$ cat src/logic/weighting_pkg.sv
// Shared definitions for the write-weighting block
//   Data and count widths
//   Fixed-point saturation limits and rounding constant
//   Adder opcode and controller state enums

package weighting_pkg;

  // Word and count widths
  localparam int DATA_SIZE  = 32;
  localparam int FRAC_BITS  = 16;
  localparam int SIZE_WIDTH = 16;

  // Signed saturation limits
  localparam logic signed [DATA_SIZE-1:0] Q_MAX = {1'b0, {(DATA_SIZE-1){1'b1}}};
  localparam logic signed [DATA_SIZE-1:0] Q_MIN = {1'b1, {(DATA_SIZE-1){1'b0}}};

  // Half an output LSB at full product width, added before the shift
  localparam logic signed [2*DATA_SIZE-1:0] ROUND_HALF =
    {{(2*DATA_SIZE-1){1'b0}}, 1'b1} << (FRAC_BITS - 1);

  // Adder opcodes
  typedef enum logic {
    OP_ADD,
    OP_SUB
  } op_e;

  // Element sequencer states
  typedef enum logic [2:0] {
    ST_IDLE,
    ST_FETCH,
    ST_SUB,
    ST_GATE_MUL,
    ST_ADD,
    ST_WRITE_MUL,
    ST_EMIT
  } ctrl_state_e;

endpackage

$ cat src/logic/arith_op_if.sv
// Single-operation link between the sequencer and an arithmetic unit
//   Start pulse with opcode and two operands
//   Result with its done pulse, master and unit modports

interface arith_op_if;

  // Request side, operands valid while start is high
  logic                                     start;
  weighting_pkg::op_e                       operation;
  logic signed [weighting_pkg::DATA_SIZE-1:0] operand_a;
  logic signed [weighting_pkg::DATA_SIZE-1:0] operand_b;

  // Response side
  logic signed [weighting_pkg::DATA_SIZE-1:0] result;
  logic                                     done;

  // Sequencer end
  modport master (
    output start, operation, operand_a, operand_b,
    input  result, done
  );

  // Arithmetic block end
  modport unit (
    input  start, operation, operand_a, operand_b,
    output result, done
  );

endinterface

$ cat src/logic/q_adder.sv
// Saturating fixed-point adder/subtractor
//   One cycle from start to done
//   Sum formed one bit wider, clamped to the signed range

module q_adder (
  input logic      CLK,
  input logic      RST,
  arith_op_if.unit op
);

  // One guard bit above the word
  logic signed [weighting_pkg::DATA_SIZE:0]   sum_wide;
  logic signed [weighting_pkg::DATA_SIZE-1:0] sum_sat;

  ////////////////////////////////////////////////////////////////////////////
  // Datapath
  ////////////////////////////////////////////////////////////////////////////

  always_comb begin
    // Explicit sign extension into the guard bit
    if (op.operation == weighting_pkg::OP_SUB) begin
      sum_wide = {op.operand_a[weighting_pkg::DATA_SIZE-1], op.operand_a} -
                 {op.operand_b[weighting_pkg::DATA_SIZE-1], op.operand_b};
    end else begin
      sum_wide = {op.operand_a[weighting_pkg::DATA_SIZE-1], op.operand_a} +
                 {op.operand_b[weighting_pkg::DATA_SIZE-1], op.operand_b};
    end

    // Guard and sign disagree on overflow
    if (sum_wide[weighting_pkg::DATA_SIZE] != sum_wide[weighting_pkg::DATA_SIZE-1]) begin
      sum_sat = sum_wide[weighting_pkg::DATA_SIZE] ? weighting_pkg::Q_MIN
                                                   : weighting_pkg::Q_MAX;
    end else begin
      sum_sat = sum_wide[weighting_pkg::DATA_SIZE-1:0];
    end
  end

  // Done strobe
  always_ff @(posedge CLK or posedge RST) begin
    if (RST) begin
      op.done <= 1'b0;
    end else begin
      op.done <= op.start;
    end
  end

  // Result held until the next operation
  always_ff @(posedge CLK) begin
    if (op.start) begin
      op.result <= sum_sat;
    end
  end

  ////////////////////////////////////////////////////////////////////////////
  // Checks
  ////////////////////////////////////////////////////////////////////////////

  // Result register loaded with real data whenever done is raised
  a_result_known: assert property (@(posedge CLK) disable iff (RST)
    op.done |-> !$isunknown(op.result));

  a_known_opcode: assert property (@(posedge CLK) disable iff (RST)
    op.start |-> !$isunknown(op.operation));

endmodule

$ cat src/logic/q_multiplier.sv
// Pipelined saturating fixed-point multiplier
//   Stage 1 holds the full signed product
//   Stage 2 rounds half-up, rescales and clamps
//   New start accepted every cycle

module q_multiplier (
  input logic      CLK,
  input logic      RST,
  arith_op_if.unit op
);

  // Stage 1 registers
  logic signed [2*weighting_pkg::DATA_SIZE-1:0] product_q;
  logic                                         valid_q;

  // Stage 2 combinational terms
  logic signed [2*weighting_pkg::DATA_SIZE-1:0] rounded;
  logic signed [2*weighting_pkg::DATA_SIZE-1:0] shifted;
  logic signed [weighting_pkg::DATA_SIZE-1:0]   product_sat;

  ////////////////////////////////////////////////////////////////////////////
  // Stage 1
  ////////////////////////////////////////////////////////////////////////////

  // Valid bit travels with the product
  always_ff @(posedge CLK or posedge RST) begin
    if (RST) begin
      valid_q <= 1'b0;
    end else begin
      valid_q <= op.start;
    end
  end

  // Both operands signed, so the product is sign extended to 64 bits
  always_ff @(posedge CLK) begin
    if (op.start) begin
      product_q <= op.operand_a * op.operand_b;
    end
  end

  ////////////////////////////////////////////////////////////////////////////
  // Stage 2
  ////////////////////////////////////////////////////////////////////////////

  always_comb begin
    // No overflow possible here, |product| is at most 2^62
    rounded = product_q + weighting_pkg::ROUND_HALF;
    // Arithmetic shift back to the Q16 scale
    shifted = rounded >>> weighting_pkg::FRAC_BITS;

    // Clamp to the word range
    if (shifted > weighting_pkg::Q_MAX) begin
      product_sat = weighting_pkg::Q_MAX;
    end else if (shifted < weighting_pkg::Q_MIN) begin
      product_sat = weighting_pkg::Q_MIN;
    end else begin
      product_sat = shifted[weighting_pkg::DATA_SIZE-1:0];
    end
  end

  always_ff @(posedge CLK or posedge RST) begin
    if (RST) begin
      op.done <= 1'b0;
    end else begin
      op.done <= valid_q;
    end
  end

  always_ff @(posedge CLK) begin
    if (valid_q) begin
      op.result <= product_sat;
    end
  end

  ////////////////////////////////////////////////////////////////////////////
  // Checks
  ////////////////////////////////////////////////////////////////////////////

  // Sequencer must present real operands with every start
  a_known_operands: assert property (@(posedge CLK) disable iff (RST)
    op.start |-> !$isunknown({op.operand_a, op.operand_b}));

endmodule

$ cat src/logic/write_weighting_ctrl.sv
// Element sequencer for the write weighting
//   w(j) = gw * (c(j) + ga * (a(j) - c(j)))
//   Requests a and c per element, then subtract, gate multiply,
//   add and write multiply on the shared units
//   W_OUT strobe per element, READY after the last one

module write_weighting_ctrl (
  input  logic                                CLK,
  input  logic                                RST,
  input  logic                                START,
  output logic                                READY,
  input  logic                                A_IN_ENABLE,
  input  logic                                C_IN_ENABLE,
  output logic                                A_OUT_ENABLE,
  output logic                                C_OUT_ENABLE,
  output logic                                W_OUT_ENABLE,
  input  logic [weighting_pkg::SIZE_WIDTH-1:0] SIZE_N_IN,
  input  logic [weighting_pkg::DATA_SIZE-1:0]  A_IN,
  input  logic [weighting_pkg::DATA_SIZE-1:0]  C_IN,
  input  logic [weighting_pkg::DATA_SIZE-1:0]  GA_IN,
  input  logic [weighting_pkg::DATA_SIZE-1:0]  GW_IN,
  output logic [weighting_pkg::DATA_SIZE-1:0]  W_OUT,
  arith_op_if.master                          add_op,
  arith_op_if.master                          mul_op
);

  // FSM and run control
  weighting_pkg::ctrl_state_e             state;
  logic [weighting_pkg::SIZE_WIDTH-1:0]   n_q;
  logic [weighting_pkg::SIZE_WIDTH-1:0]   count_q;
  logic                                   issue_q;
  logic                                   a_held;
  logic                                   c_held;
  logic                                   both_ready;

  // Operand and intermediate storage
  logic signed [weighting_pkg::DATA_SIZE-1:0] ga_q;
  logic signed [weighting_pkg::DATA_SIZE-1:0] gw_q;
  logic signed [weighting_pkg::DATA_SIZE-1:0] a_q;
  logic signed [weighting_pkg::DATA_SIZE-1:0] c_q;
  logic signed [weighting_pkg::DATA_SIZE-1:0] acc_q;

  // Inputs complete when held or arriving now
  assign both_ready = (a_held || A_IN_ENABLE) && (c_held || C_IN_ENABLE);

  ////////////////////////////////////////////////////////////////////////////
  // Operation issue
  ////////////////////////////////////////////////////////////////////////////

  // Start strobes only in the first cycle of a compute state
  assign add_op.start = issue_q &&
    ((state == weighting_pkg::ST_SUB) || (state == weighting_pkg::ST_ADD));
  assign mul_op.start = issue_q &&
    ((state == weighting_pkg::ST_GATE_MUL) || (state == weighting_pkg::ST_WRITE_MUL));

  // Multiplier has no opcode
  assign mul_op.operation = weighting_pkg::OP_ADD;

  always_comb begin
    // Subtract a - c, then add c + ga*(a - c)
    if (state == weighting_pkg::ST_SUB) begin
      add_op.operation = weighting_pkg::OP_SUB;
      add_op.operand_a = a_q;
      add_op.operand_b = c_q;
    end else begin
      add_op.operation = weighting_pkg::OP_ADD;
      add_op.operand_a = c_q;
      add_op.operand_b = acc_q;
    end

    // Gate by ga first, then by gw
    if (state == weighting_pkg::ST_GATE_MUL) begin
      mul_op.operand_a = ga_q;
    end else begin
      mul_op.operand_a = gw_q;
    end
    mul_op.operand_b = acc_q;
  end

  ////////////////////////////////////////////////////////////////////////////
  // Sequencer FSM
  ////////////////////////////////////////////////////////////////////////////

  always_ff @(posedge CLK or posedge RST) begin
    if (RST) begin
      state        <= weighting_pkg::ST_IDLE;
      n_q          <= '0;
      count_q      <= '0;
      issue_q      <= 1'b0;
      a_held       <= 1'b0;
      c_held       <= 1'b0;
      READY        <= 1'b0;
      A_OUT_ENABLE <= 1'b0;
      C_OUT_ENABLE <= 1'b0;
      W_OUT_ENABLE <= 1'b0;
    end else begin
      // Strobes default low
      READY        <= 1'b0;
      A_OUT_ENABLE <= 1'b0;
      C_OUT_ENABLE <= 1'b0;
      W_OUT_ENABLE <= 1'b0;
      issue_q      <= 1'b0;

      case (state)
        weighting_pkg::ST_IDLE: begin
          if (START) begin
            n_q     <= SIZE_N_IN;
            count_q <= '0;
            if (SIZE_N_IN == '0) begin
              // Empty vector, finish at once
              READY <= 1'b1;
            end else begin
              state        <= weighting_pkg::ST_FETCH;
              A_OUT_ENABLE <= 1'b1;
              C_OUT_ENABLE <= 1'b1;
              a_held       <= 1'b0;
              c_held       <= 1'b0;
            end
          end
        end

        weighting_pkg::ST_FETCH: begin
          // a and c may come in any order
          if (A_IN_ENABLE) begin
            a_held <= 1'b1;
          end
          if (C_IN_ENABLE) begin
            c_held <= 1'b1;
          end
          if (both_ready) begin
            state   <= weighting_pkg::ST_SUB;
            issue_q <= 1'b1;
          end
        end

        weighting_pkg::ST_SUB: begin
          if (add_op.done) begin
            state   <= weighting_pkg::ST_GATE_MUL;
            issue_q <= 1'b1;
          end
        end

        weighting_pkg::ST_GATE_MUL: begin
          if (mul_op.done) begin
            state   <= weighting_pkg::ST_ADD;
            issue_q <= 1'b1;
          end
        end

        weighting_pkg::ST_ADD: begin
          if (add_op.done) begin
            state   <= weighting_pkg::ST_WRITE_MUL;
            issue_q <= 1'b1;
          end
        end

        weighting_pkg::ST_WRITE_MUL: begin
          if (mul_op.done) begin
            state        <= weighting_pkg::ST_EMIT;
            W_OUT_ENABLE <= 1'b1;
            count_q      <= count_q + 1'b1;
          end
        end

        weighting_pkg::ST_EMIT: begin
          // W_OUT_ENABLE is high in this cycle
          if (count_q == n_q) begin
            state <= weighting_pkg::ST_IDLE;
            READY <= 1'b1;
          end else begin
            state        <= weighting_pkg::ST_FETCH;
            A_OUT_ENABLE <= 1'b1;
            C_OUT_ENABLE <= 1'b1;
            a_held       <= 1'b0;
            c_held       <= 1'b0;
          end
        end

        default: begin
          state <= weighting_pkg::ST_IDLE;
        end
      endcase
    end
  end

  ////////////////////////////////////////////////////////////////////////////
  // Data registers
  ////////////////////////////////////////////////////////////////////////////

  always_ff @(posedge CLK) begin
    case (state)
      weighting_pkg::ST_IDLE: begin
        if (START) begin
          ga_q <= GA_IN;
          gw_q <= GW_IN;
        end
      end
      weighting_pkg::ST_FETCH: begin
        // Keep the first value of each element
        if (A_IN_ENABLE && !a_held) begin
          a_q <= A_IN;
        end
        if (C_IN_ENABLE && !c_held) begin
          c_q <= C_IN;
        end
      end
      weighting_pkg::ST_SUB, weighting_pkg::ST_ADD: begin
        if (add_op.done) begin
          acc_q <= add_op.result;
        end
      end
      weighting_pkg::ST_GATE_MUL: begin
        if (mul_op.done) begin
          acc_q <= mul_op.result;
        end
      end
      weighting_pkg::ST_WRITE_MUL: begin
        if (mul_op.done) begin
          W_OUT <= mul_op.result;
        end
      end
      default: begin
      end
    endcase
  end

  ////////////////////////////////////////////////////////////////////////////
  // Checks
  ////////////////////////////////////////////////////////////////////////////

  // Each unit answers only in a state that waits for it
  a_add_done_state: assert property (@(posedge CLK) disable iff (RST)
    add_op.done |-> (state == weighting_pkg::ST_SUB || state == weighting_pkg::ST_ADD));

  a_mul_done_state: assert property (@(posedge CLK) disable iff (RST)
    mul_op.done |->
      (state == weighting_pkg::ST_GATE_MUL || state == weighting_pkg::ST_WRITE_MUL));

  a_no_emit_idle: assert property (@(posedge CLK) disable iff (RST)
    W_OUT_ENABLE |-> (state != weighting_pkg::ST_IDLE));

endmodule

$ cat src/logic/write_weighting_top.sv
// Top level of the write-weighting block
//   Plain-port boundary
//   Sequencer wired to one adder and one multiplier
//   through two operation interfaces

module write_weighting_top (
  input  logic                                CLK,
  input  logic                                RST,
  input  logic                                START,
  output logic                                READY,
  input  logic                                A_IN_ENABLE,
  input  logic                                C_IN_ENABLE,
  output logic                                A_OUT_ENABLE,
  output logic                                C_OUT_ENABLE,
  output logic                                W_OUT_ENABLE,
  input  logic [weighting_pkg::SIZE_WIDTH-1:0] SIZE_N_IN,
  input  logic [weighting_pkg::DATA_SIZE-1:0]  A_IN,
  input  logic [weighting_pkg::DATA_SIZE-1:0]  C_IN,
  input  logic [weighting_pkg::DATA_SIZE-1:0]  GA_IN,
  input  logic [weighting_pkg::DATA_SIZE-1:0]  GW_IN,
  output logic [weighting_pkg::DATA_SIZE-1:0]  W_OUT
);

  // Links to the shared units
  arith_op_if add_if ();
  arith_op_if mul_if ();

  // Element sequencer
  write_weighting_ctrl i_ctrl (
    .CLK          (CLK),
    .RST          (RST),
    .START        (START),
    .READY        (READY),
    .A_IN_ENABLE  (A_IN_ENABLE),
    .C_IN_ENABLE  (C_IN_ENABLE),
    .A_OUT_ENABLE (A_OUT_ENABLE),
    .C_OUT_ENABLE (C_OUT_ENABLE),
    .W_OUT_ENABLE (W_OUT_ENABLE),
    .SIZE_N_IN    (SIZE_N_IN),
    .A_IN         (A_IN),
    .C_IN         (C_IN),
    .GA_IN        (GA_IN),
    .GW_IN        (GW_IN),
    .W_OUT        (W_OUT),
    .add_op       (add_if.master),
    .mul_op       (mul_if.master)
  );

  // Subtract and add, one cycle
  q_adder i_adder (
    .CLK (CLK),
    .RST (RST),
    .op  (add_if.unit)
  );

  // Both gate multiplies, two cycles
  q_multiplier i_multiplier (
    .CLK (CLK),
    .RST (RST),
    .op  (mul_if.unit)
  );

endmodule

$ cat config.mk
export PLATFORM = sky130hd
export DESIGN_NAME = write_weighting_top
export DESIGN_NICKNAME = d
export VERILOG_FILES = /design/src/logic/weighting_pkg.sv /design/src/logic/arith_op_if.sv /design/src/logic/q_adder.sv /design/src/logic/q_multiplier.sv /design/src/logic/write_weighting_ctrl.sv /design/src/logic/write_weighting_top.sv
export SDC_FILE = /design/constraint.sdc
export NUM_CORES = 2
export LEC_CHECK = 0
export BUFFER_PORTS_ARGS = -buffer_cell sky130_fd_sc_hd__buf_2
export CAP_MARGIN = 0
export CORE_MARGIN = 4
export CORE_UTILIZATION = 50
export CTS_BUF_LIST = sky130_fd_sc_hd__clkbuf_16
export CTS_CLUSTER_SIZE = 12
export DETAILED_ROUTE_END_ITERATION = 10
export GPL_TIMING_DRIVEN = 0
export PLACE_DENSITY = 0.69
export RECOVER_POWER = 25
export SLEW_MARGIN = 20
export SYNTH_ARGS = -nofsm -noshare
export SYNTH_HDL_FRONTEND = slang
export SYNTH_SLANG_ARGS = --single-unit
$ cat constraint.sdc
create_clock -name CLK -period 9.1 [get_ports CLK]
set_input_delay 0.455 -clock CLK [delete_from_list [all_inputs] [get_ports CLK]]
set_output_delay 0.455 -clock CLK [all_outputs]
set_load 0.01 [all_outputs]
==> qor.yml <==
syn2layout_area_growth_pct: 11.4
fillers: 9146
wl_per_cell_um: 25.0
fmax_mhz: 112
cp_data_required_time_ns: 9.47
final_cell_mix: "fa_1 (1059), inv_1 (977), nand2_1 (871)"
hold-worst-slack_ns: 0.0486
post-route-min-period_ns: 8.94
numCtsBuffers: 38
synth_top_flop_cell: "edfxtp_1"
clockBufferDepth: 3
antenna_found_initial: 19
path_class: "reg2reg"
htreeDepth: 2
drcViolationCount: 0
fp.dieArea_sq_um: 110000
start_util_pct: 50.5
synth_fp_nets: 6773
syn_area_per_cell_sq_um: 9.85
slowest_delay_ns: 0.62
ys_seq_area_share_pct: 19.5
floorplan.rows: 118
drt_iter0_markers: 3758
ys_seq_elements: 349
crit_path_max_fanout: 10
fp.dieW_um: 332
finalSetupViolCount: 0
rr_worst_depth: 30
antenna_left: 0
die_h_um: 332
synth_edf_count: 305
final_common_cell: "fa_1"
outcome: "finished, violations left"
port_buffers: 184
pin_count: 185
cp-end-kind: "register"
tritoncts: "yes"
grt-ovfl-total: 0
post_synth_num_cell_types: 82
setup-tns-final_ns: 0
max_slew.worst_pin.slew_ns: 1.84
syn_area_sq_um: 52500
startpoint_type: "register"
routed_wl_mm: 176
drive_gt1_share_pct: 10.6
fin_nets: 7059
dr.pass1.iters: 6
instances_no_fill: 7032
viasPerCell: 5.65
skew_ns: 0.0275
async_reset_ff_share_pct: 12.6
clk-insertion-delay-late_ns: 0.59
place_hpwl_mm: 146
maxCapViolCount: 1
gp_routability_congestion: 1.03
hp-class: "in2reg"
synthCells: 5327
crit_top_cell: "fa_1"
path_clk_slew_ns: 0.09
dp.cells: 6903
critical_path.slowest_cell: "fa_2"
root_buffer: "clkbuf_16"
grt_pass1_vias: 41772
slew_headroom_pct: -22.4
final-hold-violation-count: 0
whs_path_depth: 1
violations: "capacitance limit, slew limit"
grt_max_degree: 42
clock-sinks: 349
yosysWarningCount: 0
cp.arrival_ns: 9.31
core_sq_um: 104000
via_count: 39762
period_share_pct: 98.2
grt_usage_pct: 32.2
slew_viol_final: 35
grt_pass1_wl_mm: 264
[flip-flops by register name (all words and copies together) (netlist names), 32 cells and up]
| signal | count |
|---|---|
| i_ctrl.a_q | 32 |
| i_multiplier.op.result | 32 |
| i_ctrl.c_q | 32 |
| i_ctrl.mul_op.operand_b | 32 |
| i_adder.op.result | 32 |
| i_ctrl.W_OUT | 32 |
| i_ctrl.gw_q | 32 |
| i_ctrl.ga_q | 32 |
| i_multiplier.product_q | 49 |
[metrics by stage]
stage                     instance area (sq um)  utilization [%]  worst slack [ns]
final                                     58500             56.2             0.160
after CTS                                 57500             55.3          0.000186
after floorplan                           52500                -            0.0153
after global routing                      58400             56.2           -0.0395
after detailed placement                  55300             53.2             -2.80
after global placement                    55100             53.0             -2.75
[worst max-delay path, delay by kind of cell, from the launching register on]
kind | cells | cell delay (ns)
adders and majority gates | 9 | 4.56
AOI/OAI and AO/OA | 8 | 1.44
and+or+nand+nor | 6 | 1.23
buffers and inverters | 7 | 1.08
DFF | 1 | 0.38
[cell families (layout without fill, tap and decap cells)]
kind of cell	Yosys count	in the layout	synth area share, %
simple gates	1791	1791	16.5
flops	349	349	19.5
other cells	0	18	0
buf+inv	1264	1571	9.11
mux	24	24	0.505
compound gates	416	416	4.82
xor+xnor	180	180	3.02
fa+ha+maj	1303	1303	46.5
[routing by layer]
metal	GRT usage [%]	wire [um]	up-vias
met2	48.8	77100	2140
met1	42.6	67500	20277
met5	0	27	-
li1	-	-	16802
met3	8.74	19300	539
met4	17.3	12000	4
[synthesized netlist by cell type, drive strengths merged (47+ instances only)]
library cell / instances / area, sq um
clkbuf: 257 / 967
xnor2: 105 / 927
a21oi: 119 / 596
and2: 515 / 3220
inv: 980 / 3680
xor2: 75 / 657
nor2: 137 / 522
nand4: 47 / 309
a21o: 48 / 360
fa: 1082 / 21700
ha: 215 / 2690
nand2: 900 / 3380
o21ai: 135 / 679
edfxtp: 305 / 9160
[path summary, 6_finish.rpt]
check	startpoint	to	slack, ns
min reg2reg	i_multiplier.op.result[6]	i_ctrl.W_OUT[6]	0.51
min	GW_IN[10]	i_ctrl.gw_q[10]	0.05
max reg2reg	i_ctrl.state[2]	i_multiplier.product_q[62]	0.16
max	i_ctrl.state[2]	i_multiplier.product_q[62]	0.16
min in group asynchronous	RST	i_ctrl.A_OUT_ENABLE	0.46
max in group asynchronous	RST	i_ctrl.state[0]	6.43
[cell type report]
cell class,instances,area [sq um],share of cell area [%]
buffer,266,1820,3.12
sequential,349,10300,17.6
antenna,18,45.0,0.0770
tap,1380,1730,2.95
timing repair buffer,264,1640,2.81
clock buffer,39,976,1.67
multi-input combinational,3714,38100,65.2
clock inverter,22,151,0.259
inverter,980,3690,6.32
[what timing repair did]
item                       4_1_cts  5_1_grt
hold endpoints to repair        10        0
hold buffers                     1        0
resized for setup              302      225
pin swaps                       13       55
setup buffers                   23       42
setup endpoints to repair       46       21
cloned                           0        2
Power is not shown: default switching activity piles up to over one toggle a cycle in this logic, so the estimate is an artifact.
